==> config.mk <==
export PLATFORM = sky130hd
export DESIGN_NAME = issue_top
export DESIGN_NICKNAME = d
export VERILOG_FILES = /design/src/verilog/issue_types_pkg.sv /design/src/verilog/issue_cfg_pkg.sv /design/src/verilog/issue_top.sv /design/src/verilog/mem_issue_queue.sv /design/src/verilog/int_issue_queue.sv /design/src/verilog/dispatch_control.sv
export SDC_FILE = /design/constraint.sdc
export NUM_CORES = 1
export LEC_CHECK = 0
export ABC_AREA = 0
export ABC_CLOCK_PERIOD_IN_PS = 13800
export CAP_MARGIN = 0
export CORE_ASPECT_RATIO = 0.7
export CORE_MARGIN = 3
export CORE_UTILIZATION = 45
export DETAILED_ROUTE_END_ITERATION = 10
export DONT_BUFFER_PORTS = 1
export MAX_ROUTING_LAYER = met4
export PLACE_DENSITY = 0.57
export SLEW_MARGIN = 0
export SYNTH_ARGS = -nofsm -noshare
export SYNTH_HDL_FRONTEND = slang
export SYNTH_SLANG_ARGS = --single-unit
export TNS_END_PERCENT = 50
==> constraint.sdc <==
create_clock -name clk -period 13.8 [get_ports clk]
set_input_delay 3.45 -clock clk [delete_from_list [all_inputs] [get_ports clk]]
set_output_delay 3.45 -clock clk [all_outputs]
set_load 0.02 [all_outputs]
==> src/verilog/issue_types_pkg.sv <==
`default_nettype none

package issue_types_pkg;

	// Physical register number after rename
	typedef logic [5:0] phys_reg_t;

	// Active list slot of the instruction
	typedef logic [4:0] active_id_t;

	// Immediate operand
	typedef logic [31:0] data_t;

	// Load or store
	typedef enum logic
	{
		MEM_READ  = 1'b0,
		MEM_WRITE = 1'b1
	} mem_action_t;

endpackage

`default_nettype wire

==> src/verilog/issue_cfg_pkg.sv <==
`default_nettype none

package issue_cfg_pkg;

	// Instructions offered per dispatch group
	// Lowest/highest allocation covers exactly two slots
	localparam int ISSUE_WIDTH = 2;

	// Default queue depths, overridden through issue_top parameters
	localparam int INT_QUEUE_DEPTH_DEFAULT = 8;
	localparam int MEM_QUEUE_DEPTH_DEFAULT = 4;

endpackage

`default_nettype wire
==> src/verilog/issue_top.sv <==
`timescale 1ns/10ps
`default_nettype none

module issue_top #(
	parameter int INT_DEPTH = issue_cfg_pkg::INT_QUEUE_DEPTH_DEFAULT,
	parameter int MEM_DEPTH = issue_cfg_pkg::MEM_QUEUE_DEPTH_DEFAULT,
	localparam int INT_IDX_W = $clog2(INT_DEPTH),
	localparam int MEM_IDX_W = $clog2(MEM_DEPTH)
) (
	input  logic                          clk,
	input  logic                          rst_n,
	input  logic                          i_valid [issue_cfg_pkg::ISSUE_WIDTH],
	input  logic                          i_is_mem [issue_cfg_pkg::ISSUE_WIDTH],
	input  issue_types_pkg::phys_reg_t    i_rs [issue_cfg_pkg::ISSUE_WIDTH],
	input  logic                          i_rs_ready [issue_cfg_pkg::ISSUE_WIDTH],
	input  issue_types_pkg::phys_reg_t    i_rt [issue_cfg_pkg::ISSUE_WIDTH],
	input  logic                          i_rt_ready [issue_cfg_pkg::ISSUE_WIDTH],
	input  logic                          i_uses_rs [issue_cfg_pkg::ISSUE_WIDTH],
	input  logic                          i_uses_rt [issue_cfg_pkg::ISSUE_WIDTH],
	input  logic                          i_uses_imm [issue_cfg_pkg::ISSUE_WIDTH],
	input  issue_types_pkg::data_t        i_imm [issue_cfg_pkg::ISSUE_WIDTH],
	input  issue_types_pkg::mem_action_t  i_mem_action [issue_cfg_pkg::ISSUE_WIDTH],
	input  issue_types_pkg::active_id_t   i_active_id [issue_cfg_pkg::ISSUE_WIDTH],
	input  logic                          i_alu_wb_valid,
	input  issue_types_pkg::phys_reg_t    i_alu_wb_reg,
	input  logic                          i_load_wb_valid,
	input  issue_types_pkg::phys_reg_t    i_load_wb_reg,
	input  logic                          i_int_release_valid,
	input  logic [INT_IDX_W-1:0]          i_int_release_idx,
	input  logic                          i_mem_release_valid,
	input  logic [MEM_IDX_W-1:0]          i_mem_release_idx,
	input  logic [INT_IDX_W-1:0]          i_int_rd_idx,
	input  logic [MEM_IDX_W-1:0]          i_mem_rd_idx,
	output logic                          o_stall,
	output logic [INT_DEPTH-1:0]          o_int_busy,
	output logic [INT_DEPTH-1:0]          o_int_ready,
	output logic [MEM_DEPTH-1:0]          o_mem_busy,
	output logic [MEM_DEPTH-1:0]          o_mem_ready,
	output issue_types_pkg::phys_reg_t    o_int_rd_src1,
	output issue_types_pkg::phys_reg_t    o_int_rd_src2,
	output issue_types_pkg::data_t        o_int_rd_imm,
	output issue_types_pkg::active_id_t   o_int_rd_active_id,
	output issue_types_pkg::phys_reg_t    o_mem_rd_base,
	output issue_types_pkg::phys_reg_t    o_mem_rd_store_src,
	output issue_types_pkg::data_t        o_mem_rd_imm,
	output issue_types_pkg::mem_action_t  o_mem_rd_action,
	output issue_types_pkg::active_id_t   o_mem_rd_active_id
);
	import issue_cfg_pkg::*;

	logic int_we [ISSUE_WIDTH];
	logic [INT_IDX_W-1:0] int_idx [ISSUE_WIDTH];
	logic mem_we [ISSUE_WIDTH];
	logic [MEM_IDX_W-1:0] mem_idx [ISSUE_WIDTH];

	// Allocation sees the busy masks as registered
	dispatch_control #(
		.INT_DEPTH (INT_DEPTH),
		.MEM_DEPTH (MEM_DEPTH)
	) u_dispatch (
		.i_valid    (i_valid),
		.i_is_mem   (i_is_mem),
		.i_int_busy (o_int_busy),
		.i_mem_busy (o_mem_busy),
		.o_stall    (o_stall),
		.o_int_we   (int_we),
		.o_int_idx  (int_idx),
		.o_mem_we   (mem_we),
		.o_mem_idx  (mem_idx)
	);

	int_issue_queue #(
		.DEPTH (INT_DEPTH)
	) u_int_queue (
		.clk             (clk),
		.rst_n           (rst_n),
		.i_we            (int_we),
		.i_idx           (int_idx),
		.i_rs            (i_rs),
		.i_rs_ready      (i_rs_ready),
		.i_rt            (i_rt),
		.i_rt_ready      (i_rt_ready),
		.i_uses_rs       (i_uses_rs),
		.i_uses_rt       (i_uses_rt),
		.i_uses_imm      (i_uses_imm),
		.i_imm           (i_imm),
		.i_active_id     (i_active_id),
		.i_alu_wb_valid  (i_alu_wb_valid),
		.i_alu_wb_reg    (i_alu_wb_reg),
		.i_load_wb_valid (i_load_wb_valid),
		.i_load_wb_reg   (i_load_wb_reg),
		.i_release_valid (i_int_release_valid),
		.i_release_idx   (i_int_release_idx),
		.i_rd_idx        (i_int_rd_idx),
		.o_busy          (o_int_busy),
		.o_ready         (o_int_ready),
		.o_rd_src1       (o_int_rd_src1),
		.o_rd_src2       (o_int_rd_src2),
		.o_rd_imm        (o_int_rd_imm),
		.o_rd_active_id  (o_int_rd_active_id)
	);

	mem_issue_queue #(
		.DEPTH (MEM_DEPTH)
	) u_mem_queue (
		.clk             (clk),
		.rst_n           (rst_n),
		.i_we            (mem_we),
		.i_idx           (mem_idx),
		.i_rs            (i_rs),
		.i_rs_ready      (i_rs_ready),
		.i_rt            (i_rt),
		.i_rt_ready      (i_rt_ready),
		.i_uses_rs       (i_uses_rs),
		.i_uses_rt       (i_uses_rt),
		.i_imm           (i_imm),
		.i_mem_action    (i_mem_action),
		.i_active_id     (i_active_id),
		.i_alu_wb_valid  (i_alu_wb_valid),
		.i_alu_wb_reg    (i_alu_wb_reg),
		.i_load_wb_valid (i_load_wb_valid),
		.i_load_wb_reg   (i_load_wb_reg),
		.i_release_valid (i_mem_release_valid),
		.i_release_idx   (i_mem_release_idx),
		.i_rd_idx        (i_mem_rd_idx),
		.o_busy          (o_mem_busy),
		.o_ready         (o_mem_ready),
		.o_rd_base       (o_mem_rd_base),
		.o_rd_store_src  (o_mem_rd_store_src),
		.o_rd_imm        (o_mem_rd_imm),
		.o_rd_action     (o_mem_rd_action),
		.o_rd_active_id  (o_mem_rd_active_id)
	);

endmodule

`default_nettype wire

==> src/verilog/mem_issue_queue.sv <==
`timescale 1ns/10ps
`default_nettype none

module mem_issue_queue #(
	parameter int DEPTH = issue_cfg_pkg::MEM_QUEUE_DEPTH_DEFAULT,
	localparam int IDX_W = $clog2(DEPTH)
) (
	input  logic                          clk,
	input  logic                          rst_n,
	input  logic                          i_we [issue_cfg_pkg::ISSUE_WIDTH],
	input  logic [IDX_W-1:0]              i_idx [issue_cfg_pkg::ISSUE_WIDTH],
	input  issue_types_pkg::phys_reg_t    i_rs [issue_cfg_pkg::ISSUE_WIDTH],
	input  logic                          i_rs_ready [issue_cfg_pkg::ISSUE_WIDTH],
	input  issue_types_pkg::phys_reg_t    i_rt [issue_cfg_pkg::ISSUE_WIDTH],
	input  logic                          i_rt_ready [issue_cfg_pkg::ISSUE_WIDTH],
	input  logic                          i_uses_rs [issue_cfg_pkg::ISSUE_WIDTH],
	input  logic                          i_uses_rt [issue_cfg_pkg::ISSUE_WIDTH],
	input  issue_types_pkg::data_t        i_imm [issue_cfg_pkg::ISSUE_WIDTH],
	input  issue_types_pkg::mem_action_t  i_mem_action [issue_cfg_pkg::ISSUE_WIDTH],
	input  issue_types_pkg::active_id_t   i_active_id [issue_cfg_pkg::ISSUE_WIDTH],
	input  logic                          i_alu_wb_valid,
	input  issue_types_pkg::phys_reg_t    i_alu_wb_reg,
	input  logic                          i_load_wb_valid,
	input  issue_types_pkg::phys_reg_t    i_load_wb_reg,
	input  logic                          i_release_valid,
	input  logic [IDX_W-1:0]              i_release_idx,
	input  logic [IDX_W-1:0]              i_rd_idx,
	output logic [DEPTH-1:0]              o_busy,
	output logic [DEPTH-1:0]              o_ready,
	output issue_types_pkg::phys_reg_t    o_rd_base,
	output issue_types_pkg::phys_reg_t    o_rd_store_src,
	output issue_types_pkg::data_t        o_rd_imm,
	output issue_types_pkg::mem_action_t  o_rd_action,
	output issue_types_pkg::active_id_t   o_rd_active_id
);
	import issue_cfg_pkg::*;
	import issue_types_pkg::*;

	logic [DEPTH-1:0] busy;
	logic [DEPTH-1:0] rdy_base;
	logic [DEPTH-1:0] rdy_store;
	phys_reg_t base [DEPTH];
	phys_reg_t store_src [DEPTH];
	data_t imm [DEPTH];
	mem_action_t action [DEPTH];
	active_id_t active_id [DEPTH];

	function automatic logic wb_hit(input phys_reg_t r);
		return (i_alu_wb_valid && (i_alu_wb_reg == r)) ||
			(i_load_wb_valid && (i_load_wb_reg == r));
	endfunction

	always_ff @(posedge clk)
	begin
		if (!rst_n)
		begin
			busy <= '0;
			rdy_base <= '0;
			rdy_store <= '0;
		end
		else
		begin
			for (int e = 0; e < DEPTH; e++)
			begin
				if (busy[e] && wb_hit(base[e]))
					rdy_base[e] <= 1'b1;
				if (busy[e] && wb_hit(store_src[e]))
					rdy_store[e] <= 1'b1; // Store data operand
			end
			if (i_release_valid)
				busy[i_release_idx] <= 1'b0;
			for (int s = 0; s < ISSUE_WIDTH; s++)
			begin
				if (i_we[s])
				begin
					busy[i_idx[s]] <= 1'b1;
					rdy_base[i_idx[s]] <= !i_uses_rs[s] || i_rs_ready[s] || wb_hit(i_rs[s]);
					rdy_store[i_idx[s]] <= !i_uses_rt[s] || i_rt_ready[s] || wb_hit(i_rt[s]);
				end
			end
		end
	end

	// Address offset is always kept
	always_ff @(posedge clk)
	begin
		for (int s = 0; s < ISSUE_WIDTH; s++)
		begin
			if (i_we[s])
			begin
				base[i_idx[s]] <= i_rs[s];
				store_src[i_idx[s]] <= i_rt[s];
				imm[i_idx[s]] <= i_imm[s];
				action[i_idx[s]] <= i_mem_action[s];
				active_id[i_idx[s]] <= i_active_id[s];
			end
		end
	end

	assign o_busy = busy;
	assign o_ready = busy & rdy_base & rdy_store;

	assign o_rd_base = base[i_rd_idx];
	assign o_rd_store_src = store_src[i_rd_idx];
	assign o_rd_imm = imm[i_rd_idx];
	assign o_rd_action = action[i_rd_idx];
	assign o_rd_active_id = active_id[i_rd_idx];

	assert property (@(posedge clk) disable iff (!rst_n)
		i_release_valid |-> busy[i_release_idx])
		else $error("mem_issue_queue: release of idle entry %0d", i_release_idx);

endmodule

`default_nettype wire

==> src/verilog/int_issue_queue.sv <==
`timescale 1ns/10ps
`default_nettype none

module int_issue_queue #(
	parameter int DEPTH = issue_cfg_pkg::INT_QUEUE_DEPTH_DEFAULT,
	localparam int IDX_W = $clog2(DEPTH)
) (
	input  logic                         clk,
	input  logic                         rst_n,
	input  logic                         i_we [issue_cfg_pkg::ISSUE_WIDTH],
	input  logic [IDX_W-1:0]             i_idx [issue_cfg_pkg::ISSUE_WIDTH],
	input  issue_types_pkg::phys_reg_t   i_rs [issue_cfg_pkg::ISSUE_WIDTH],
	input  logic                         i_rs_ready [issue_cfg_pkg::ISSUE_WIDTH],
	input  issue_types_pkg::phys_reg_t   i_rt [issue_cfg_pkg::ISSUE_WIDTH],
	input  logic                         i_rt_ready [issue_cfg_pkg::ISSUE_WIDTH],
	input  logic                         i_uses_rs [issue_cfg_pkg::ISSUE_WIDTH],
	input  logic                         i_uses_rt [issue_cfg_pkg::ISSUE_WIDTH],
	input  logic                         i_uses_imm [issue_cfg_pkg::ISSUE_WIDTH],
	input  issue_types_pkg::data_t       i_imm [issue_cfg_pkg::ISSUE_WIDTH],
	input  issue_types_pkg::active_id_t  i_active_id [issue_cfg_pkg::ISSUE_WIDTH],
	input  logic                         i_alu_wb_valid,
	input  issue_types_pkg::phys_reg_t   i_alu_wb_reg,
	input  logic                         i_load_wb_valid,
	input  issue_types_pkg::phys_reg_t   i_load_wb_reg,
	input  logic                         i_release_valid,
	input  logic [IDX_W-1:0]             i_release_idx,
	input  logic [IDX_W-1:0]             i_rd_idx,
	output logic [DEPTH-1:0]             o_busy,
	output logic [DEPTH-1:0]             o_ready,
	output issue_types_pkg::phys_reg_t   o_rd_src1,
	output issue_types_pkg::phys_reg_t   o_rd_src2,
	output issue_types_pkg::data_t       o_rd_imm,
	output issue_types_pkg::active_id_t  o_rd_active_id
);
	import issue_cfg_pkg::*;
	import issue_types_pkg::*;

	logic [DEPTH-1:0] busy;
	logic [DEPTH-1:0] rdy_src1;
	logic [DEPTH-1:0] rdy_src2;
	phys_reg_t src1 [DEPTH];
	phys_reg_t src2 [DEPTH];
	data_t imm [DEPTH];
	active_id_t active_id [DEPTH];

	// Either write-back port producing this register
	function automatic logic wb_hit(input phys_reg_t r);
		return (i_alu_wb_valid && (i_alu_wb_reg == r)) ||
			(i_load_wb_valid && (i_load_wb_reg == r));
	endfunction

	always_ff @(posedge clk)
	begin
		if (!rst_n)
		begin
			busy <= '0;
			rdy_src1 <= '0;
			rdy_src2 <= '0;
		end
		else
		begin
			for (int e = 0; e < DEPTH; e++)
			begin
				if (busy[e] && wb_hit(src1[e]))
					rdy_src1[e] <= 1'b1;
				if (busy[e] && wb_hit(src2[e]))
					rdy_src2[e] <= 1'b1;
			end
			if (i_release_valid)
				busy[i_release_idx] <= 1'b0;
			for (int s = 0; s < ISSUE_WIDTH; s++)
			begin
				if (i_we[s])
				begin
					busy[i_idx[s]] <= 1'b1;
					// Unused source counts as ready, same-cycle write-back also wakes it
					rdy_src1[i_idx[s]] <= !i_uses_rs[s] || i_rs_ready[s] || wb_hit(i_rs[s]);
					rdy_src2[i_idx[s]] <= !i_uses_rt[s] || i_rt_ready[s] || wb_hit(i_rt[s]);
				end
			end
		end
	end

	always_ff @(posedge clk)
	begin
		for (int s = 0; s < ISSUE_WIDTH; s++)
		begin
			if (i_we[s])
			begin
				src1[i_idx[s]] <= i_rs[s];
				src2[i_idx[s]] <= i_rt[s];
				imm[i_idx[s]] <= i_uses_imm[s] ? i_imm[s] : '0;
				active_id[i_idx[s]] <= i_active_id[s];
			end
		end
	end

	assign o_busy = busy;
	assign o_ready = busy & rdy_src1 & rdy_src2;

	assign o_rd_src1 = src1[i_rd_idx];
	assign o_rd_src2 = src2[i_rd_idx];
	assign o_rd_imm = imm[i_rd_idx];
	assign o_rd_active_id = active_id[i_rd_idx];

	// Execution side may only free an entry it was issued
	assert property (@(posedge clk) disable iff (!rst_n)
		i_release_valid |-> busy[i_release_idx])
		else $error("int_issue_queue: release of idle entry %0d", i_release_idx);

endmodule

`default_nettype wire

==> src/verilog/dispatch_control.sv <==
`timescale 1ns/10ps
`default_nettype none

module dispatch_control #(
	parameter int INT_DEPTH = issue_cfg_pkg::INT_QUEUE_DEPTH_DEFAULT,
	parameter int MEM_DEPTH = issue_cfg_pkg::MEM_QUEUE_DEPTH_DEFAULT,
	localparam int INT_IDX_W = $clog2(INT_DEPTH),
	localparam int MEM_IDX_W = $clog2(MEM_DEPTH)
) (
	input  logic                 i_valid [issue_cfg_pkg::ISSUE_WIDTH],
	input  logic                 i_is_mem [issue_cfg_pkg::ISSUE_WIDTH],
	input  logic [INT_DEPTH-1:0] i_int_busy,
	input  logic [MEM_DEPTH-1:0] i_mem_busy,
	output logic                 o_stall,
	output logic                 o_int_we [issue_cfg_pkg::ISSUE_WIDTH],
	output logic [INT_IDX_W-1:0] o_int_idx [issue_cfg_pkg::ISSUE_WIDTH],
	output logic                 o_mem_we [issue_cfg_pkg::ISSUE_WIDTH],
	output logic [MEM_IDX_W-1:0] o_mem_idx [issue_cfg_pkg::ISSUE_WIDTH]
);
	import issue_cfg_pkg::*;

	logic [INT_IDX_W-1:0] int_lo;
	logic [INT_IDX_W-1:0] int_hi;
	logic [MEM_IDX_W-1:0] mem_lo;
	logic [MEM_IDX_W-1:0] mem_hi;
	logic [1:0] int_free;
	logic [1:0] mem_free;
	logic [1:0] int_need;
	logic [1:0] mem_need;

	// Bottom-up and top-down searches for a free entry
	always_comb
	begin
		int_lo = '0;
		int_hi = '0;
		for (int e = INT_DEPTH - 1; e >= 0; e--)
			if (!i_int_busy[e])
				int_lo = INT_IDX_W'(e);
		for (int e = 0; e < INT_DEPTH; e++)
			if (!i_int_busy[e])
				int_hi = INT_IDX_W'(e);
	end

	always_comb
	begin
		mem_lo = '0;
		mem_hi = '0;
		for (int e = MEM_DEPTH - 1; e >= 0; e--)
			if (!i_mem_busy[e])
				mem_lo = MEM_IDX_W'(e);
		for (int e = 0; e < MEM_DEPTH; e++)
			if (!i_mem_busy[e])
				mem_hi = MEM_IDX_W'(e);
	end

	// Free count only needs to reach 2
	assign int_free = (&i_int_busy) ? 2'd0 : (int_lo == int_hi) ? 2'd1 : 2'd2;
	assign mem_free = (&i_mem_busy) ? 2'd0 : (mem_lo == mem_hi) ? 2'd1 : 2'd2;

	always_comb
	begin
		int_need = '0;
		mem_need = '0;
		for (int s = 0; s < ISSUE_WIDTH; s++)
		begin
			if (i_valid[s] && i_is_mem[s])
				mem_need = mem_need + 2'd1;
			else if (i_valid[s])
				int_need = int_need + 2'd1;
		end
	end

	assign o_stall = (int_need > int_free) || (mem_need > mem_free); // Whole group waits

	always_comb
	begin
		for (int s = 0; s < ISSUE_WIDTH; s++)
		begin
			o_int_we[s] = !o_stall && i_valid[s] && !i_is_mem[s];
			o_mem_we[s] = !o_stall && i_valid[s] && i_is_mem[s];
		end
		o_int_idx[0] = int_lo; // Slot 0 fills from the bottom
		o_int_idx[1] = int_hi;
		o_mem_idx[0] = mem_lo;
		o_mem_idx[1] = mem_hi;
	end

	// Two writes into one queue must never land on the same entry
	always_comb
	begin
		assert (!(o_int_we[0] && o_int_we[1]) || (o_int_idx[0] != o_int_idx[1]))
			else $error("dispatch_control: both slots got int entry %0d", o_int_idx[0]);
		assert (!(o_mem_we[0] && o_mem_we[1]) || (o_mem_idx[0] != o_mem_idx[1]))
			else $error("dispatch_control: both slots got mem entry %0d", o_mem_idx[0]);
	end

endmodule

`default_nettype wire

==> flow_summary.ini <==
[min_path]
hp-start = u_mem_queue.rdy_base[1]
whs_endpoint = u_mem_queue.rdy_base[1]
hold_class = flop to flop
hold_depth = 2

[clock_tree]
cts_buffers = 69
cts_setup_buffers = 0
clk_latency_ns = 0.63
ctsHoldBuffers = 0
clock_sink_count = 628
cts_tree = built
cts.path.max_buffers = 3
postCtsResizedCells = 0
clockRootBuffer = clkbuf_16
path_clk_slew_ns = 0.07
h-tree-depth = 3

[synthesis]
synth_warnings = 0
synth-seq-cells = 628
dominantRegCellSynth = edfxtp_1
synth_area_leader_cell = edfxtp_1
synthCells = 2836
synthArstFlopShare = 0
synth_area_um2 = 36000
ys_seq_area_frac = 0.514
synth.avg_cell_area_um2 = 12.7
synth.area.top_cells = edfxtp_1 (49%), mux2_2 (10%), mux4_2 (9.3%)
synth.net_count = 2984
synth-edff-count = 592
synth_top_area_frac = 0.494
synth_cell_types = 69

[sta]
period_needed_ns = 8.58
fin_ws_ns = 5.22
fin_skew_ns = 0.0244
tightest_slew_ns = 1.21
fmax_mhz = 117
hold_viol = 0
period_share = 0.622
slew_viol_final = 0
finalSetupViolations = 0
finalSetupTns_ns = 0
rsz0062_at_grt = false
whs_ns = 0.531
max_slew_margin = 0.196

[layout]
area_delta_synth_final_pct = 6.97
final_net_count = 2758
layout.core_utilization = 0.488
layout-drive-gt1-share = 0.254
final_cells = 3723

[placed_design]
hpwl_um = 68200
port_buffers = 0
post-place-ws_ns = 5.24
gp_congestion = 0.915
dp_cells = 3595

[route]
drt-initial-drc-count = 2955
vias = 24400
wl_per_cell_um = 31.8
firstDrtPassIters = 5
vias_per_cell = 6.56
routed_wirelength_um = 118000
drtAntennaViolNets = 0
drc = 0

[power]
powerDensity_nw_per_um2 = 115
vdd.ir_drop.worst_v = 0.0000785
power_leakage_nw = 12.4

[worst_setup_path]
critPathSlowestCell = nor2b_1
cp_cell_sequence = nor2b_1, ha_1, mux2i_1, ha_1, nand2_1, o21ai_4, and2_4, inv_2
start_kind = primary input
reg2reg_slack_ns = 7.99
crit_family = simple AND/OR/NAND/NOR gates
timing.critical_path.buf_inv = 1
cp.depth = 8
required_ns = 10.35
slowest_delay_ns = 0.35
cp_common_cell = ha_1
endpoint_kind = primary output
rr_startpoint = u_int_queue.o_busy[7]
rr_worst_depth = 14
critPathKind = primary input to primary output
cp.arrival_ns = 5.13
timing.rr.end = u_int_queue.imm[5][4]
crit_fanout = 11

[die]
ios = 266
die_w_um = 344
dieHeight_um = 243
core-area_um2 = 79000
num_rows = 86
initial_utilization = 0.456
die_area_um2 = 83500

[global_routing]
grt_pass1_wl_um = 172000
grt_pass1_vias = 23900
track_usage = 0.289
antenna_found_initial = 2
grt_max_degree = 161
grt_overflow = 0

[outcome]
status = finished clean

[run]
drv_cap = 0
==> sequential cells by signal, summed over array words and instances, names as in the netlist <==
name and flops:
u_int_queue.active_id 40, u_int_queue.imm 256, u_int_queue.o_busy 8, u_int_queue.rdy_src1 8
u_int_queue.rdy_src2 8, u_int_queue.src1 48, u_int_queue.src2 48, u_mem_queue.action 4
u_mem_queue.active_id 20, u_mem_queue.base 24, u_mem_queue.imm 128, u_mem_queue.o_busy 4
u_mem_queue.rdy_base 4, u_mem_queue.rdy_store 4, u_mem_queue.store_src 24
==> placed cells by master, fill, tap and decap left out, drive strengths merged, types with 7 or more instances in the layout <==
| cell type | netlist | layout |
|---|---|---|
| edfxtp | 592 | 592 |
| mux2 | 369 | 369 |
| nand3 | 283 | 283 |
| o21ai | 277 | 277 |
| xnor2 | 175 | 175 |
| xor2 | 164 | 164 |
| nand2 | 156 | 156 |
| mux4 | 148 | 148 |
| clkbuf | 159 | 83 |
| nand4 | 49 | 49 |
| nor4 | 47 | 47 |
| dfxtp | 36 | 36 |
| clkinv | 1 | 33 |
| buf | 170 | 32 |
| nor2 | 19 | 19 |
| and3 | 14 | 14 |
| nor3 | 14 | 14 |
| a21oi | 13 | 13 |
| a31oi | 13 | 13 |
| inv | 11 | 13 |
| nand2b | 10 | 10 |
| o22ai | 10 | 10 |
| or3 | 9 | 9 |
| o211ai | 8 | 8 |
| o32ai | 8 | 8 |
| bufinv | 0 | 8 |
| a41oi | 7 | 7 |
==> cell usage after synthesis (10+ instances only) <==
master      n
mux2_4     34
buf_2      97
xnor2_1   175
buf_4      12
mux4_2    148
nor4_1     47
a21oi_1    13
a31oi_1    12
and3_1     14
nor3_1     13
o22ai_1    10
dfxtp_1    36
o21ai_0   270
xor2_1    164
nand2_1   156
nand2b_1   10
nand3_1   282
clkbuf_1  159
nor2_1     19
edfxtp_1  592
mux2_2    333
inv_1      10
nand4_1    49
buf_1      55
==> where the power goes <==
part / internal (mW) / total [mW] / leakage [nW] / switching (mW)
sequential: 2.14 / 2.17 / 5.72 / 0.0279
clock: 1.09 / 1.90 / 1.11 / 0.806
combinational: 0.183 / 0.374 / 5.61 / 0.191
==> metrics by stage <==
stage / cell area, um^2 / total power, mW
after floorplan: 36000 / 2.58
after global placement: 36200 / 2.57
after detailed placement: 36200 / 2.58
after CTS: 38500 / 4.47
after global routing: 38500 / 4.57
final: 38500 / 4.44
==> per-layer routing <==
metal | wire (um) | vias to the layer above | global-route usage | part of all wire
li1 | - | 10300 | - | -
met1 | 49700 | 12600 | 0.402 | 0.42
met2 | 54000 | 1354 | 0.428 | 0.46
met3 | 12200 | 202 | 0.0678 | 0.10
met4 | 2530 | 0 | 0.0708 | 0.021
met5 | 0 | - | - | 0
==> tightest hold or removal path, cell delays in order (launching register included) <==
cell and delay (ns):
dfxtp_1 0.33, a21oi_1 0.04, o22ai_1 0.11
==> worst max-delay path by stage <==
stage                                        endpoint  slack [ns]        from
final                                         o_stall        5.22  i_valid[1]
after detailed placement                      o_stall        5.24  i_valid[1]
after CTS                                     o_stall        5.22  i_valid[1]
after global placement                        o_stall        5.27  i_valid[1]
after floorplan           u_int_queue.active_id[4][0]        4.87  i_valid[1]
after global routing                          o_stall        5.09  i_valid[1]
==> area by class of cell <==
cell class / instances / area [um^2]
Multi-Input combinational cell: 1867 / 16100
Sequential cell: 628 / 18500
Timing Repair Buffer: 32 / 240
Antenna cell: 1 / 2.50
Inverter: 12 / 45.0
Fill cell: 6909 / 40400
Clock buffer: 83 / 1800
Tap cell: 1056 / 1320
Clock inverter: 44 / 482
==> cell families after synthesis <==
kind of cell / after synthesis / synth area share
mux: 522 / 0.213
compound gates: 367 / 0.0578
simple gates: 632 / 0.0897
buf+inv: 341 / 0.0414
fa+ha+maj: 7 / 0.00236
xor+xnor: 339 / 0.0824
flops: 628 / 0.514
Note: power is estimated with default switching activity, not from simulation.
